File: src/verilog/nurnPkg.sv
//------------------------------------------------------------
// nurnPkg
// widths, memory map, register offsets and enums shared by
// the spiking-neuron recall core
//------------------------------------------------------------
`default_nettype none

package nurnPkg;

	// signed 8.8 fixed point
	localparam int INT_W     = 8;
	localparam int FRAC_W    = 8;
	localparam int DATA_W    = INT_W + FRAC_W;

	localparam int NUM_NURNS = 4;
	localparam int NURN_W    = 2;
	localparam int NUM_AXONS = 8;
	localparam int AXON_W    = 3;

	// status memory, neuron n owns words n*16 .. n*16+15
	localparam int MEM_AW    = 6;
	localparam int SLOT_W    = 4;
	localparam logic [SLOT_W-1:0] SLOT_BIAS = 4'd0;
	localparam logic [SLOT_W-1:0] SLOT_POT  = 4'd1;
	localparam logic [SLOT_W-1:0] SLOT_TH   = 4'd2;
	localparam logic [SLOT_W-1:0] SLOT_WT   = 4'd8;

	// x^16+x^14+x^13+x^11, right-shifting Galois form
	localparam logic [DATA_W-1:0] LFSR_SEED = 16'hACE1;
	localparam logic [DATA_W-1:0] LFSR_TAPS = 16'hB400;

	//--------------------------------------------------------
	// AXI4-Lite map
	//--------------------------------------------------------
	localparam int AXI_AW = 12;
	localparam int AXI_DW = 32;
	localparam logic [AXI_AW-1:0] REG_CTRL     = 12'h000;
	localparam logic [AXI_AW-1:0] REG_CFG      = 12'h004;
	localparam logic [AXI_AW-1:0] REG_RSTPOT   = 12'h008;
	localparam logic [AXI_AW-1:0] REG_THMASK   = 12'h00C;
	localparam logic [AXI_AW-1:0] REG_INSPIKE  = 12'h010;
	localparam logic [AXI_AW-1:0] REG_OUTSPIKE = 12'h014;
	localparam logic [AXI_AW-1:0] MEM_BASE     = 12'h100;

	localparam logic [1:0] RESP_OKAY   = 2'b00;
	localparam logic [1:0] RESP_SLVERR = 2'b10;

	// recall adder B operand
	typedef enum logic [1:0] {SEL_WT, SEL_BIAS, SEL_POT, SEL_NEG_TH} rclSel_e;

	// write-back source
	typedef enum logic {WR_POT, WR_TH} wrSel_e;

	typedef enum logic [3:0] {
		ST_IDLE, ST_CLR, ST_BIAS, ST_POT, ST_AXON,
		ST_CMP, ST_WR_POT, ST_WR_TH, ST_NEXT
	} ctrlState_e;

endpackage

`default_nettype wire
File: src/verilog/nurnCore.sv
//------------------------------------------------------------
// nurnCore
// recall core top level, AXI4-Lite in, spike events out
//------------------------------------------------------------
`timescale 1ns/100ps
`default_nettype none

module nurnCore
	import nurnPkg::*;
(
	input  wire logic              clk_i,
	input  wire logic              rst_n_i,
	input  wire logic [AXI_AW-1:0] awaddr_i,
	input  wire logic              awvalid_i,
	output logic                   awready_o,
	input  wire logic [AXI_DW-1:0] wdata_i,
	input  wire logic              wvalid_i,
	output logic                   wready_o,
	output logic      [1:0]        bresp_o,
	output logic                   bvalid_o,
	input  wire logic              bready_i,
	input  wire logic [AXI_AW-1:0] araddr_i,
	input  wire logic              arvalid_i,
	output logic                   arready_o,
	output logic      [AXI_DW-1:0] rdata_o,
	output logic      [1:0]        rresp_o,
	output logic                   rvalid_o,
	input  wire logic              rready_i,
	output logic                   outSpike_o,
	output logic      [NURN_W-1:0] spikeNurn_o,
	output logic                   done_o
);

	logic                 busy;
	logic                 start;
	logic                 nurnType;
	logic                 randTh;
	logic [DATA_W-1:0]    rstPot;
	logic [DATA_W-1:0]    thMask;
	logic [NUM_AXONS-1:0] inSpike;
	logic [MEM_AW-1:0]    hostAddr;
	logic [DATA_W-1:0]    hostWData;
	logic                 hostWe;
	logic [NURN_W-1:0]    nurn;
	logic [MEM_AW-1:0]    ctrlRdAddr;
	logic [MEM_AW-1:0]    ctrlWrAddr;
	logic                 ctrlWe;
	logic                 accClr;
	logic                 accEn;
	rclSel_e              rclSel;
	logic                 cmpTh;
	wrSel_e               wrSel;
	logic                 rclSpike;
	logic [DATA_W-1:0]    dpWrData;
	logic [DATA_W-1:0]    memRdData;
	logic [DATA_W-1:0]    lfsrData;
	logic                 rdLfsr;

	// controller owns the memory while busy, the host otherwise
	logic [MEM_AW-1:0] memRdAddr;
	logic [MEM_AW-1:0] memWrAddr;
	logic [DATA_W-1:0] memWrData;
	logic              memWe;

	assign memRdAddr = busy ? ctrlRdAddr : hostAddr;
	assign memWrAddr = busy ? ctrlWrAddr : hostAddr;
	assign memWrData = busy ? dpWrData : hostWData;
	assign memWe     = busy ? ctrlWe : hostWe;

	axilCfg u_axilCfg (
		.clk_i(clk_i), .rst_n_i(rst_n_i),
		.awaddr_i(awaddr_i), .awvalid_i(awvalid_i), .awready_o(awready_o),
		.wdata_i(wdata_i), .wvalid_i(wvalid_i), .wready_o(wready_o),
		.bresp_o(bresp_o), .bvalid_o(bvalid_o), .bready_i(bready_i),
		.araddr_i(araddr_i), .arvalid_i(arvalid_i), .arready_o(arready_o),
		.rdata_o(rdata_o), .rresp_o(rresp_o), .rvalid_o(rvalid_o), .rready_i(rready_i),
		.busy_i(busy), .spikeValid_i(outSpike_o), .spikeNurn_i(spikeNurn_o),
		.memRdData_i(memRdData), .start_o(start), .nurnType_o(nurnType),
		.randTh_o(randTh), .rstPot_o(rstPot), .thMask_o(thMask), .inSpike_o(inSpike),
		.hostAddr_o(hostAddr), .hostWData_o(hostWData), .hostWe_o(hostWe)
	);

	nurnCtrl u_nurnCtrl (
		.clk_i(clk_i), .rst_n_i(rst_n_i), .start_i(start), .inSpike_i(inSpike),
		.busy_o(busy), .done_o(done_o), .nurn_o(nurn),
		.rdAddr_o(ctrlRdAddr), .wrAddr_o(ctrlWrAddr), .memWe_o(ctrlWe),
		.accClr_o(accClr), .accEn_o(accEn), .rclSel_o(rclSel), .cmpTh_o(cmpTh),
		.wrSel_o(wrSel), .rclSpike_o(rclSpike)
	);

	dataPath u_dataPath (
		.clk_i(clk_i), .rst_n_i(rst_n_i), .rdData_i(memRdData),
		.nurnType_i(nurnType), .randTh_i(randTh), .rstPot_i(rstPot), .thMask_i(thMask),
		.lfsrData_i(lfsrData), .accClr_i(accClr), .accEn_i(accEn), .rclSel_i(rclSel),
		.rclSpike_i(rclSpike), .cmpTh_i(cmpTh), .wrSel_i(wrSel), .nurn_i(nurn),
		.wrData_o(dpWrData), .outSpike_o(outSpike_o), .spikeNurn_o(spikeNurn_o),
		.rdLfsr_o(rdLfsr)
	);

	statusMem u_statusMem (
		.clk_i(clk_i), .rdAddr_i(memRdAddr), .wrAddr_i(memWrAddr),
		.wrData_i(memWrData), .we_i(memWe), .rdData_o(memRdData)
	);

	lfsr u_lfsr (
		.clk_i(clk_i), .rst_n_i(rst_n_i), .adv_i(rdLfsr), .data_o(lfsrData)
	);

endmodule

`default_nettype wire

File: src/verilog/axilCfg.sv
//------------------------------------------------------------
// axilCfg
// AXI4-Lite slave with configuration, spike and status
// registers plus host access to the status memory
//------------------------------------------------------------
`timescale 1ns/100ps
`default_nettype none

module axilCfg
	import nurnPkg::*;
(
	input  wire logic                 clk_i,
	input  wire logic                 rst_n_i,
	input  wire logic [AXI_AW-1:0]    awaddr_i,
	input  wire logic                 awvalid_i,
	output logic                      awready_o,
	input  wire logic [AXI_DW-1:0]    wdata_i,
	input  wire logic                 wvalid_i,
	output logic                      wready_o,
	output logic      [1:0]           bresp_o,
	output logic                      bvalid_o,
	input  wire logic                 bready_i,
	input  wire logic [AXI_AW-1:0]    araddr_i,
	input  wire logic                 arvalid_i,
	output logic                      arready_o,
	output logic      [AXI_DW-1:0]    rdata_o,
	output logic      [1:0]           rresp_o,
	output logic                      rvalid_o,
	input  wire logic                 rready_i,
	input  wire logic                 busy_i,
	input  wire logic                 spikeValid_i,
	input  wire logic [NURN_W-1:0]    spikeNurn_i,
	input  wire logic [DATA_W-1:0]    memRdData_i,
	output logic                      start_o,
	output logic                      nurnType_o,
	output logic                      randTh_o,
	output logic      [DATA_W-1:0]    rstPot_o,
	output logic      [DATA_W-1:0]    thMask_o,
	output logic      [NUM_AXONS-1:0] inSpike_o,
	output logic      [MEM_AW-1:0]    hostAddr_o,
	output logic      [DATA_W-1:0]    hostWData_o,
	output logic                      hostWe_o
);

	logic                 rstDone;
	logic                 wrAcc;
	logic                 rdAcc;
	logic                 awMem;
	logic                 arMem;
	logic                 rdPend;
	logic                 rdHit;
	logic [AXI_DW-1:0]    regRdData;
	logic                 doneR;
	logic                 busyDly;
	logic [NUM_NURNS-1:0] outSpikeR;

	//--------------------------------------------------------
	// handshakes
	//--------------------------------------------------------
	// AW and W only transfer together, one write at a time
	assign wrAcc     = rstDone & ~bvalid_o & awvalid_i & wvalid_i;
	assign awready_o = wrAcc;
	assign wready_o  = wrAcc;

	// a write in the same cycle owns the host address
	assign rdAcc     = rstDone & ~rvalid_o & ~rdPend & arvalid_i & ~wrAcc;
	assign arready_o = rdAcc;

	assign awMem = awaddr_i[AXI_AW-1:8] == MEM_BASE[AXI_AW-1:8];
	assign arMem = araddr_i[AXI_AW-1:8] == MEM_BASE[AXI_AW-1:8];

	// host side of the status memory
	assign hostAddr_o  = wrAcc ? awaddr_i[MEM_AW+1:2] : araddr_i[MEM_AW+1:2];
	assign hostWData_o = wdata_i[DATA_W-1:0];
	assign hostWe_o    = wrAcc & awMem & ~busy_i;

	// register read mux
	always_comb begin
		regRdData = '0;
		rdHit     = 1'b1;
		case (araddr_i)
			REG_CTRL:     regRdData[1:0]           = {doneR, busy_i};
			REG_CFG:      regRdData[1:0]           = {randTh_o, nurnType_o};
			REG_RSTPOT:   regRdData[DATA_W-1:0]    = rstPot_o;
			REG_THMASK:   regRdData[DATA_W-1:0]    = thMask_o;
			REG_INSPIKE:  regRdData[NUM_AXONS-1:0] = inSpike_o;
			REG_OUTSPIKE: regRdData[NUM_NURNS-1:0] = outSpikeR;
			default:      rdHit = 1'b0;
		endcase
	end

	//--------------------------------------------------------
	// registers and channel state
	//--------------------------------------------------------
	always_ff @(posedge clk_i or negedge rst_n_i) begin
		if (!rst_n_i) begin
			rstDone    <= 1'b0;
			bvalid_o   <= 1'b0;
			bresp_o    <= RESP_OKAY;
			rvalid_o   <= 1'b0;
			rresp_o    <= RESP_OKAY;
			rdPend     <= 1'b0;
			start_o    <= 1'b0;
			nurnType_o <= 1'b0;
			randTh_o   <= 1'b0;
			rstPot_o   <= '0;
			thMask_o   <= '0;
			inSpike_o  <= '0;
			doneR      <= 1'b0;
			busyDly    <= 1'b0;
			outSpikeR  <= '0;
		end else begin
			rstDone <= 1'b1;
			start_o <= 1'b0;
			busyDly <= busy_i;

			// write channel
			if (bvalid_o && bready_i) begin
				bvalid_o <= 1'b0;
			end
			if (wrAcc) begin
				bvalid_o <= 1'b1;
				bresp_o  <= RESP_OKAY;
				if (awMem) begin
					if (busy_i) begin
						bresp_o <= RESP_SLVERR;
					end
				end else begin
					case (awaddr_i)
						// start while busy is dropped
						REG_CTRL:    start_o   <= wdata_i[0] & ~busy_i;
						REG_CFG: begin
							nurnType_o <= wdata_i[0];
							randTh_o   <= wdata_i[1];
						end
						REG_RSTPOT:  rstPot_o  <= wdata_i[DATA_W-1:0];
						REG_THMASK:  thMask_o  <= wdata_i[DATA_W-1:0];
						REG_INSPIKE: inSpike_o <= wdata_i[NUM_AXONS-1:0];
						default:     bresp_o   <= RESP_SLVERR;
					endcase
				end
			end

			// read channel, memory reads take one extra cycle
			if (rvalid_o && rready_i) begin
				rvalid_o <= 1'b0;
			end
			rdPend <= 1'b0;
			if (rdPend) begin
				rvalid_o <= 1'b1;
				rresp_o  <= RESP_OKAY;
			end
			if (rdAcc) begin
				if (arMem && !busy_i) begin
					rdPend <= 1'b1;
				end else begin
					rvalid_o <= 1'b1;
					rresp_o  <= (rdHit && !arMem) ? RESP_OKAY : RESP_SLVERR;
				end
			end

			// done is sticky until the next start
			if (start_o) begin
				doneR     <= 1'b0;
				outSpikeR <= '0;
			end else begin
				if (busyDly && !busy_i) begin
					doneR <= 1'b1;
				end
				if (spikeValid_i) begin
					outSpikeR[spikeNurn_i] <= 1'b1;
				end
			end
		end
	end

	always_ff @(posedge clk_i) begin
		if (rdPend) begin
			rdata_o <= AXI_DW'(memRdData_i);
		end else if (rdAcc) begin
			rdata_o <= regRdData;
		end
	end

endmodule

`default_nettype wire

File: src/verilog/nurnCtrl.sv
//------------------------------------------------------------
// nurnCtrl
// sequences neurons and axons through one timestep and drives
// the data-path selects and status-memory addresses
//------------------------------------------------------------
`timescale 1ns/100ps
`default_nettype none

module nurnCtrl
	import nurnPkg::*;
(
	input  wire logic                 clk_i,
	input  wire logic                 rst_n_i,
	input  wire logic                 start_i,
	input  wire logic [NUM_AXONS-1:0] inSpike_i,
	output logic                      busy_o,
	output logic                      done_o,
	output logic      [NURN_W-1:0]    nurn_o,
	output logic      [MEM_AW-1:0]    rdAddr_o,
	output logic      [MEM_AW-1:0]    wrAddr_o,
	output logic                      memWe_o,
	output logic                      accClr_o,
	output logic                      accEn_o,
	output rclSel_e                   rclSel_o,
	output logic                      cmpTh_o,
	output wrSel_e                    wrSel_o,
	output logic                      rclSpike_o
);

	ctrlState_e        state;
	logic [NURN_W-1:0] nurnCnt;
	logic [AXON_W-1:0] axonCnt;
	logic              lastAxon;
	logic              lastNurn;
	logic [SLOT_W-1:0] rdSlot;
	logic [SLOT_W-1:0] wrSlot;

	assign lastAxon = axonCnt == AXON_W'(NUM_AXONS - 1);
	assign lastNurn = nurnCnt == NURN_W'(NUM_NURNS - 1);

	//--------------------------------------------------------
	// state and counters
	//--------------------------------------------------------
	always_ff @(posedge clk_i or negedge rst_n_i) begin
		if (!rst_n_i) begin
			state   <= ST_IDLE;
			nurnCnt <= '0;
			axonCnt <= '0;
			done_o  <= 1'b0;
		end else begin
			done_o <= 1'b0;
			case (state)
				ST_IDLE: begin
					if (start_i) begin
						state   <= ST_CLR;
						nurnCnt <= '0;
						axonCnt <= '0;
					end
				end
				ST_CLR:    state <= ST_BIAS;
				ST_BIAS:   state <= ST_POT;
				ST_POT:    state <= ST_AXON;
				ST_AXON: begin
					// wraps back to zero after the last axon
					axonCnt <= axonCnt + 1'b1;
					if (lastAxon) begin
						state <= ST_CMP;
					end
				end
				ST_CMP:    state <= ST_WR_POT;
				ST_WR_POT: state <= ST_WR_TH;
				ST_WR_TH:  state <= ST_NEXT;
				ST_NEXT: begin
					if (lastNurn) begin
						state  <= ST_IDLE;
						done_o <= 1'b1;
					end else begin
						state   <= ST_CLR;
						nurnCnt <= nurnCnt + 1'b1;
					end
				end
				default:   state <= ST_IDLE;
			endcase
		end
	end

	//--------------------------------------------------------
	// per-state controls, read address one state ahead
	//--------------------------------------------------------
	always_comb begin
		accClr_o = 1'b0;
		accEn_o  = 1'b0;
		rclSel_o = SEL_WT;
		cmpTh_o  = 1'b0;
		wrSel_o  = WR_POT;
		memWe_o  = 1'b0;
		rdSlot   = SLOT_BIAS;
		wrSlot   = SLOT_POT;
		case (state)
			ST_CLR: begin
				accClr_o = 1'b1;
				rdSlot   = SLOT_BIAS;
			end
			ST_BIAS: begin
				accEn_o  = 1'b1;
				rclSel_o = SEL_BIAS;
				rdSlot   = SLOT_POT;
			end
			ST_POT: begin
				accEn_o  = 1'b1;
				rclSel_o = SEL_POT;
				rdSlot   = SLOT_WT;
			end
			ST_AXON: begin
				accEn_o = 1'b1;
				rdSlot  = lastAxon ? SLOT_TH : SLOT_WT + {1'b0, axonCnt} + 4'd1;
			end
			ST_CMP: cmpTh_o = 1'b1;
			ST_WR_POT: begin
				memWe_o = 1'b1;
				wrSlot  = SLOT_POT;
			end
			ST_WR_TH: begin
				memWe_o = 1'b1;
				wrSel_o = WR_TH;
				wrSlot  = SLOT_TH;
			end
			default: ;
		endcase
	end

	assign rdAddr_o   = {nurnCnt, rdSlot};
	assign wrAddr_o   = {nurnCnt, wrSlot};
	assign nurn_o     = nurnCnt;
	assign busy_o     = state != ST_IDLE;
	assign rclSpike_o = inSpike_i[axonCnt];

endmodule

`default_nettype wire

File: src/verilog/dataPath.sv
//------------------------------------------------------------
// dataPath
// saturating recall accumulator, threshold compare, spike
// pulse and the potential / threshold write-back muxes
//------------------------------------------------------------
`timescale 1ns/100ps
`default_nettype none

module dataPath
	import nurnPkg::*;
(
	input  wire logic              clk_i,
	input  wire logic              rst_n_i,
	input  wire logic [DATA_W-1:0] rdData_i,
	input  wire logic              nurnType_i,
	input  wire logic              randTh_i,
	input  wire logic [DATA_W-1:0] rstPot_i,
	input  wire logic [DATA_W-1:0] thMask_i,
	input  wire logic [DATA_W-1:0] lfsrData_i,
	input  wire logic              accClr_i,
	input  wire logic              accEn_i,
	input  wire rclSel_e           rclSel_i,
	input  wire logic              rclSpike_i,
	input  wire logic              cmpTh_i,
	input  wire wrSel_e            wrSel_i,
	input  wire logic [NURN_W-1:0] nurn_i,
	output logic      [DATA_W-1:0] wrData_o,
	output logic                   outSpike_o,
	output logic      [NURN_W-1:0] spikeNurn_o,
	output logic                   rdLfsr_o
);

	logic        [DATA_W-1:0] acc;
	logic        [DATA_W-1:0] accNext;
	logic signed [DATA_W:0]   rdExt;
	logic signed [DATA_W:0]   rclB;
	logic signed [DATA_W:0]   rclSum;
	logic                     cmpGe;
	logic                     spikeR;
	logic        [DATA_W-1:0] thReg;
	logic        [DATA_W:0]   thSum;
	logic        [DATA_W-1:0] thNext;

	//--------------------------------------------------------
	// recall adder
	//--------------------------------------------------------
	assign rdExt = {rdData_i[DATA_W-1], rdData_i};

	always_comb begin
		case (rclSel_i)
			SEL_WT:     rclB = rclSpike_i ? rdExt : '0;
			SEL_BIAS:   rclB = rdExt;
			SEL_POT:    rclB = rdExt;
			SEL_NEG_TH: rclB = -rdExt;
			default:    rclB = '0;
		endcase
	end

	// one extra bit holds any sum, clip when the top two differ
	assign rclSum = $signed({acc[DATA_W-1], acc}) + rclB;

	always_comb begin
		if (rclSum[DATA_W] != rclSum[DATA_W-1]) begin
			accNext = rclSum[DATA_W] ? {1'b1, {(DATA_W-1){1'b0}}} : {1'b0, {(DATA_W-1){1'b1}}};
		end else begin
			accNext = rclSum[DATA_W-1:0];
		end
	end

	assign cmpGe = $signed(acc) >= $signed(rdData_i);

	always_ff @(posedge clk_i or negedge rst_n_i) begin
		if (!rst_n_i) begin
			acc        <= '0;
			spikeR     <= 1'b0;
			outSpike_o <= 1'b0;
		end else begin
			if (accClr_i) begin
				acc <= '0;
			end else if (accEn_i) begin
				acc <= accNext;
			end
			if (cmpTh_i) begin
				spikeR <= cmpGe;
			end
			// cmpTh lasts one cycle, so this is a pulse
			outSpike_o <= cmpTh_i & cmpGe;
		end
	end

	// threshold and neuron index kept for write-back
	always_ff @(posedge clk_i) begin
		if (cmpTh_i) begin
			thReg       <= rdData_i;
			spikeNurn_o <= nurn_i;
		end
	end

	assign rdLfsr_o = outSpike_o;

	//--------------------------------------------------------
	// write-back
	//--------------------------------------------------------
	// unsigned threshold growth, clipped at all ones
	assign thSum  = {1'b0, thReg} + {1'b0, lfsrData_i & thMask_i};
	assign thNext = thSum[DATA_W] ? '1 : thSum[DATA_W-1:0];

	always_comb begin
		case (wrSel_i)
			WR_POT:  wrData_o = (spikeR && !nurnType_i) ? rstPot_i : acc;
			WR_TH:   wrData_o = (spikeR && randTh_i) ? thNext : thReg;
			default: wrData_o = acc;
		endcase
	end

endmodule

`default_nettype wire

File: src/verilog/statusMem.sv
//------------------------------------------------------------
// statusMem
// per-neuron bias, potential, threshold and weights
//------------------------------------------------------------
`timescale 1ns/100ps
`default_nettype none

module statusMem
	import nurnPkg::*;
(
	input  wire logic              clk_i,
	input  wire logic [MEM_AW-1:0] rdAddr_i,
	input  wire logic [MEM_AW-1:0] wrAddr_i,
	input  wire logic [DATA_W-1:0] wrData_i,
	input  wire logic              we_i,
	output logic      [DATA_W-1:0] rdData_o
);

	logic [DATA_W-1:0] mem [2**MEM_AW];

	// registered read, data one cycle after the address
	always_ff @(posedge clk_i) begin
		if (we_i) begin
			mem[wrAddr_i] <= wrData_i;
		end
		rdData_o <= mem[rdAddr_i];
	end

endmodule

`default_nettype wire

File: src/verilog/lfsr.sv
//------------------------------------------------------------
// lfsr
// 16-bit Galois LFSR, one step per advance request
//------------------------------------------------------------
`timescale 1ns/100ps
`default_nettype none

module lfsr
	import nurnPkg::*;
(
	input  wire logic              clk_i,
	input  wire logic              rst_n_i,
	input  wire logic              adv_i,
	output logic      [DATA_W-1:0] data_o
);

	always_ff @(posedge clk_i or negedge rst_n_i) begin
		if (!rst_n_i) begin
			data_o <= LFSR_SEED;
		end else if (adv_i) begin
			// feedback from the bit shifted out
			data_o <= (data_o >> 1) ^ (data_o[0] ? LFSR_TAPS : '0);
		end
	end

endmodule

`default_nettype wire

File: config.mk
export PLATFORM = sky130hd
export DESIGN_NAME = nurnCore
export DESIGN_NICKNAME = d
export VERILOG_FILES = /design/src/verilog/nurnPkg.sv /design/src/verilog/nurnCore.sv /design/src/verilog/axilCfg.sv /design/src/verilog/nurnCtrl.sv /design/src/verilog/dataPath.sv /design/src/verilog/statusMem.sv /design/src/verilog/lfsr.sv
export SDC_FILE = /design/constraint.sdc
export NUM_CORES = 2
export LEC_CHECK = 0
export BUFFER_PORTS_ARGS = -buffer_cell sky130_fd_sc_hd__buf_4
export CAP_MARGIN = 20
export CORE_MARGIN = 2
export CORE_UTILIZATION = 59
export CTS_CLUSTER_SIZE = 8
export DETAILED_ROUTE_END_ITERATION = 7
export GPL_TIMING_DRIVEN = 0
export HOLD_SLACK_MARGIN = 0.1
export PLACE_DENSITY_LB_ADDON = 0.1
export SKIP_CTS_REPAIR_TIMING = 1
export SYNTH_ARGS = -nofsm -noshare
export SYNTH_HDL_FRONTEND = slang
export SYNTH_HIERARCHICAL = 1
export SYNTH_SLANG_ARGS = --single-unit
File: constraint.sdc
create_clock -name clk_i -period 5.2 [get_ports clk_i]
set_input_delay 0.52 -clock clk_i [delete_from_list [all_inputs] [get_ports clk_i]]
set_output_delay 0.52 -clock clk_i [all_outputs]
set_load 0.005 [all_outputs]
==> results.sh <==
export IMPL_avgRoutedWirePerCell_microns=31.5
export IMPL_clkTransAtPathRegs_ns=0.05
export IMPL_drc=0
export IMPL_grt_usage_pct=32.2
export IMPL_synthAdderAreaFrac_pct=1.46
export IMPL_finalCritPeriodShare_pct=98.6
export IMPL_fmax_mhz=195
export IMPL_final_layout_size_suffix_gt1_share_pct=26.9
export IMPL_timing_reg2reg_setup_slack_ns=0.07
export IMPL_start_kind="flip-flop"
export IMPL_syn_inst=2838
export IMPL_antenna_found_initial=1
export IMPL_hpwl_mm=90.0
export IMPL_yosysWarnings=6
export IMPL_worst_setup_path_type="reg -> reg"
export IMPL_cp_required_ns=5.72
export IMPL_vdd_drop_max_mv=0.419
export IMPL_total_leakage_power_uw=0.0198
export IMPL_syn_to_final_growth_pct=15.5
export IMPL_run_status="finished, final reports clean"
export IMPL_dr_pass1_iters=6
export IMPL_cts_buffers_inserted=164
export IMPL_synthMuxAreaShare_pct=15.5
export IMPL_syn_cell_area_sq_mm=0.0499
export IMPL_pin_count=108
export IMPL_synth_top_family_by_area="multiplexers"
export IMPL_critPathCaptureType="flip-flop"
export IMPL_cts_sinks=1174
export IMPL_p_per_area_mw_per_mm2=633
export IMPL_ys_seq_area_share_pct=69.4
export IMPL_maxCapViolCount=0
export IMPL_cts_path_max_buffers=3
export IMPL_synth_seq_cells=1174
export IMPL_fin_cells=4359
export IMPL_hold_path_class="in -> reg"
export IMPL_antenna_left=0
export IMPL_hold_viol_final=0
export IMPL_synth_flop_cell="edfxtp_1"
export IMPL_wirelength_mm=137
export IMPL_clk_latency_ns=0.77
export IMPL_die_area_sq_mm=0.0869
export IMPL_h_tree_depth=4
export IMPL_fp_row_count=106
export IMPL_layout_min_cycle_time_ns=5.13
export IMPL_finalSetupViolCount=0
export IMPL_synth_edff_count=1058
export IMPL_arrival_ns=5.65
export IMPL_cts_tree="built"
export IMPL_synthSimpleGateAreaFrac_pct=4.88
export IMPL_place_inst=4113
export IMPL_grt_pass1_vias=28500
export IMPL_cp_max_fo=10
export IMPL_grt_start_max_net_pins=65
export IMPL_num_vias=28800
export IMPL_port_buffers=72
export IMPL_worstMarginPinSlew_ns=1.37
export IMPL_die_w_microns=295
export IMPL_tns_ns=0
export IMPL_nets=3285
export IMPL_dieHeight_microns=295
export IMPL_gp_congestion=1.07
export IMPL_core_area_sq_mm=0.0837
export IMPL_grt_pass1_wl_mm=196
export IMPL_synth_compound_area_share_pct=5.22
export IMPL_vias_per_cell=6.60
export IMPL_nFillCells=5345
export IMPL_cts_root_buf="clkbuf_16"
export IMPL_first_iter_violations=3617
export IMPL_rsz0062_at_grt="false"
export IMPL_synth_area_per_cell_sq_um=17.6
export IMPL_synth_distinct_cells=84
export IMPL_finClkSkew_ns=0.0392
export IMPL_grt_overflow=0
export IMPL_slew_violations=0
export IMPL_total_power_uw=36500
export IMPL_start_util_pct=59.6
export IMPL_maxSlewHeadroom_pct=8.66
export IMPL_synth_xor_area_share_pct=0.577
export IMPL_ys_async_sr_fraction_pct=8.52
-- state kept, by name, summed over array words and instances (netlist names), 2 cells and up --
name and cells:
u_dataPath/acc 16, u_axilCfg/outSpikeR 4, u_statusMem/rdData_o 16, u_statusMem/mem 1024
u_axilCfg/rstPot_o 16, u_axilCfg/rresp_o 2, u_dataPath/thReg 16, u_lfsr/data_o 16
u_nurnCtrl/nurn_o 2, u_nurnCtrl/state 4, u_axilCfg/rdata_o 16, u_dataPath/spikeNurn_o 2
u_axilCfg/inSpike_o 8, u_nurnCtrl/axonCnt 3, u_axilCfg/thMask_o 16
-- layout make-up --
| cell class | instances | area [sq um] | area share [%] |
|---|---|---|---|
| multi-input cells | 1438 | 14000 | 24.4 |
| well taps | 1134 | 1420 | 2.46 |
| clock inverters | 13 | 223 | 0.386 |
| inverters | 53 | 199 | 0.345 |
| diodes | 1 | 2.50 | 0.00434 |
| repair buffers | 145 | 1530 | 2.66 |
| plain buffers | 189 | 1280 | 2.22 |
| flip-flops and latches | 1174 | 34600 | 60.0 |
| clock buffers | 212 | 4330 | 7.51 |
-- synth_stat cells, types with 8 or more instances --
cell type	count	area [sq um]
a211o_1	12	105
a211oi_1	17	128
a21o_1	12	90.1
a21oi_1	67	335
a221o_1	9	90.1
a221oi_1	18	158
a22o_1	8	70.1
a22oi_1	57	428
a311oi_1	8	70.1
a31oi_1	25	156
and2_1	24	150
and4_1	8	70.1
buf_2	45	225
buf_4	55	413
buf_6	20	225
clkbuf_1	53	199
dfrtp_1	92	2300
dfstp_2	8	210
dfxtp_1	16	320
edfxtp_1	1058	31800
ha_1	55	688
inv_1	52	195
mux2_2	91	1020
mux2_4	24	360
mux2i_1	125	1250
mux4_2	220	4950
nand2_1	135	507
nand2b_1	16	100
nand3_1	43	215
nand4_1	18	113
nor2_1	118	443
nor2b_1	35	219
nor3_1	27	135
o211ai_1	8	60.1
o21ai_0	78	390
o221ai_1	12	105
xnor2_1	26	228
-- worst max-delay path, cell delays in order (launching register included) --
cell and delay [ns]:
dfrtp_1 0.39, clkbuf_1 0.40, inv_1 0.20, nand3_1 0.31, buf_6 0.23, mux2_2 0.17
buf_2 0.34, clkbuf_1 0.75, mux4_2 0.41, mux2_2 0.32, a221oi_1 1.14, a311oi_1 0.23
-- metal layers --
layer	wire (microns)	global-route usage, %
met5	81	0
met4	7060	15.3
met3	12000	7.57
met2	65400	50.6
met1	52800	42.9
-- power by group --
part | switching (uW) | internal, uW
combinational | 9120 | 4920
clock | 3820 | 5750
sequential | 467 | 12400
total | 13400 | 23100
-- cell usage in the layout (no fill, tap or decap), drive strengths merged, types with 25 or more instances in the layout --
master  Yosys  final
a21oi      67     67
a22oi      57     57
a31oi      25     25
and2       25     25
buf       134    259
clkbuf     56    267
dfrtp      92     92
edfxtp   1058   1058
ha         55     55
inv        52     59
mux2      115    115
mux2i     125    125
mux4      226    226
nand2     136    136
nand3      43     43
nor2      120    120
nor2b      35     35
nor3       27     27
o21ai      83     83
xnor2      26     26
-- per-stage QoR --
| step | utilization, % | hold WS (ns) | cell area (sq um) | worst slack, ns |
|---|---|---|---|---|
| 6_report | 68.9 | 0.107 | 57600 | 0.0728 |
| 5_1_grt | 68.9 | 0.111 | 57600 | 0.0290 |
| 4_1_cts | 68.6 | -0.233 | 57400 | -0.356 |
| 3_5_place_dp | 63.2 | 0.484 | 52900 | -0.351 |
| 3_3_place_gp | 62.0 | 0.473 | 51900 | -0.223 |
| 2_1_floorplan | - | 0.224 | 50000 | 1.04 |
-- final timing paths --
path / endpoint / cells past startpoint / from
worst min-delay path: u_axilCfg/rdPend$_DFF_PN0_ / 4 / araddr_i[10]
worst max register to register: u_statusMem/rdData_o[11]$_DFF_P_ / 11 / u_nurnCtrl/state[3]$_DFFE_PN0P_
worst max-delay path: u_statusMem/rdData_o[11]$_DFF_P_ / 11 / u_nurnCtrl/state[3]$_DFFE_PN0P_
worst min register to register: u_axilCfg/rresp_o[0]$_DFF_PN0_ / 1 / u_axilCfg/rresp_o[0]$_DFF_PN0_
max in group asynchronous: u_lfsr/data_o[5]$_DFFE_PN1P_ / 3 / rst_n_i
min in group asynchronous: u_lfsr/data_o[2]$_DFFE_PN0P_ / 2 / rst_n_i
-- logic make-up after synthesis --
logic type | count (synthesis)
flops | 1174
simple gates | 478
mux | 466
compound gates | 385
buf+inv | 243
fa+ha+maj | 57
xor+xnor | 32
other cells | 3
Power figures use the tool's default switching activity.
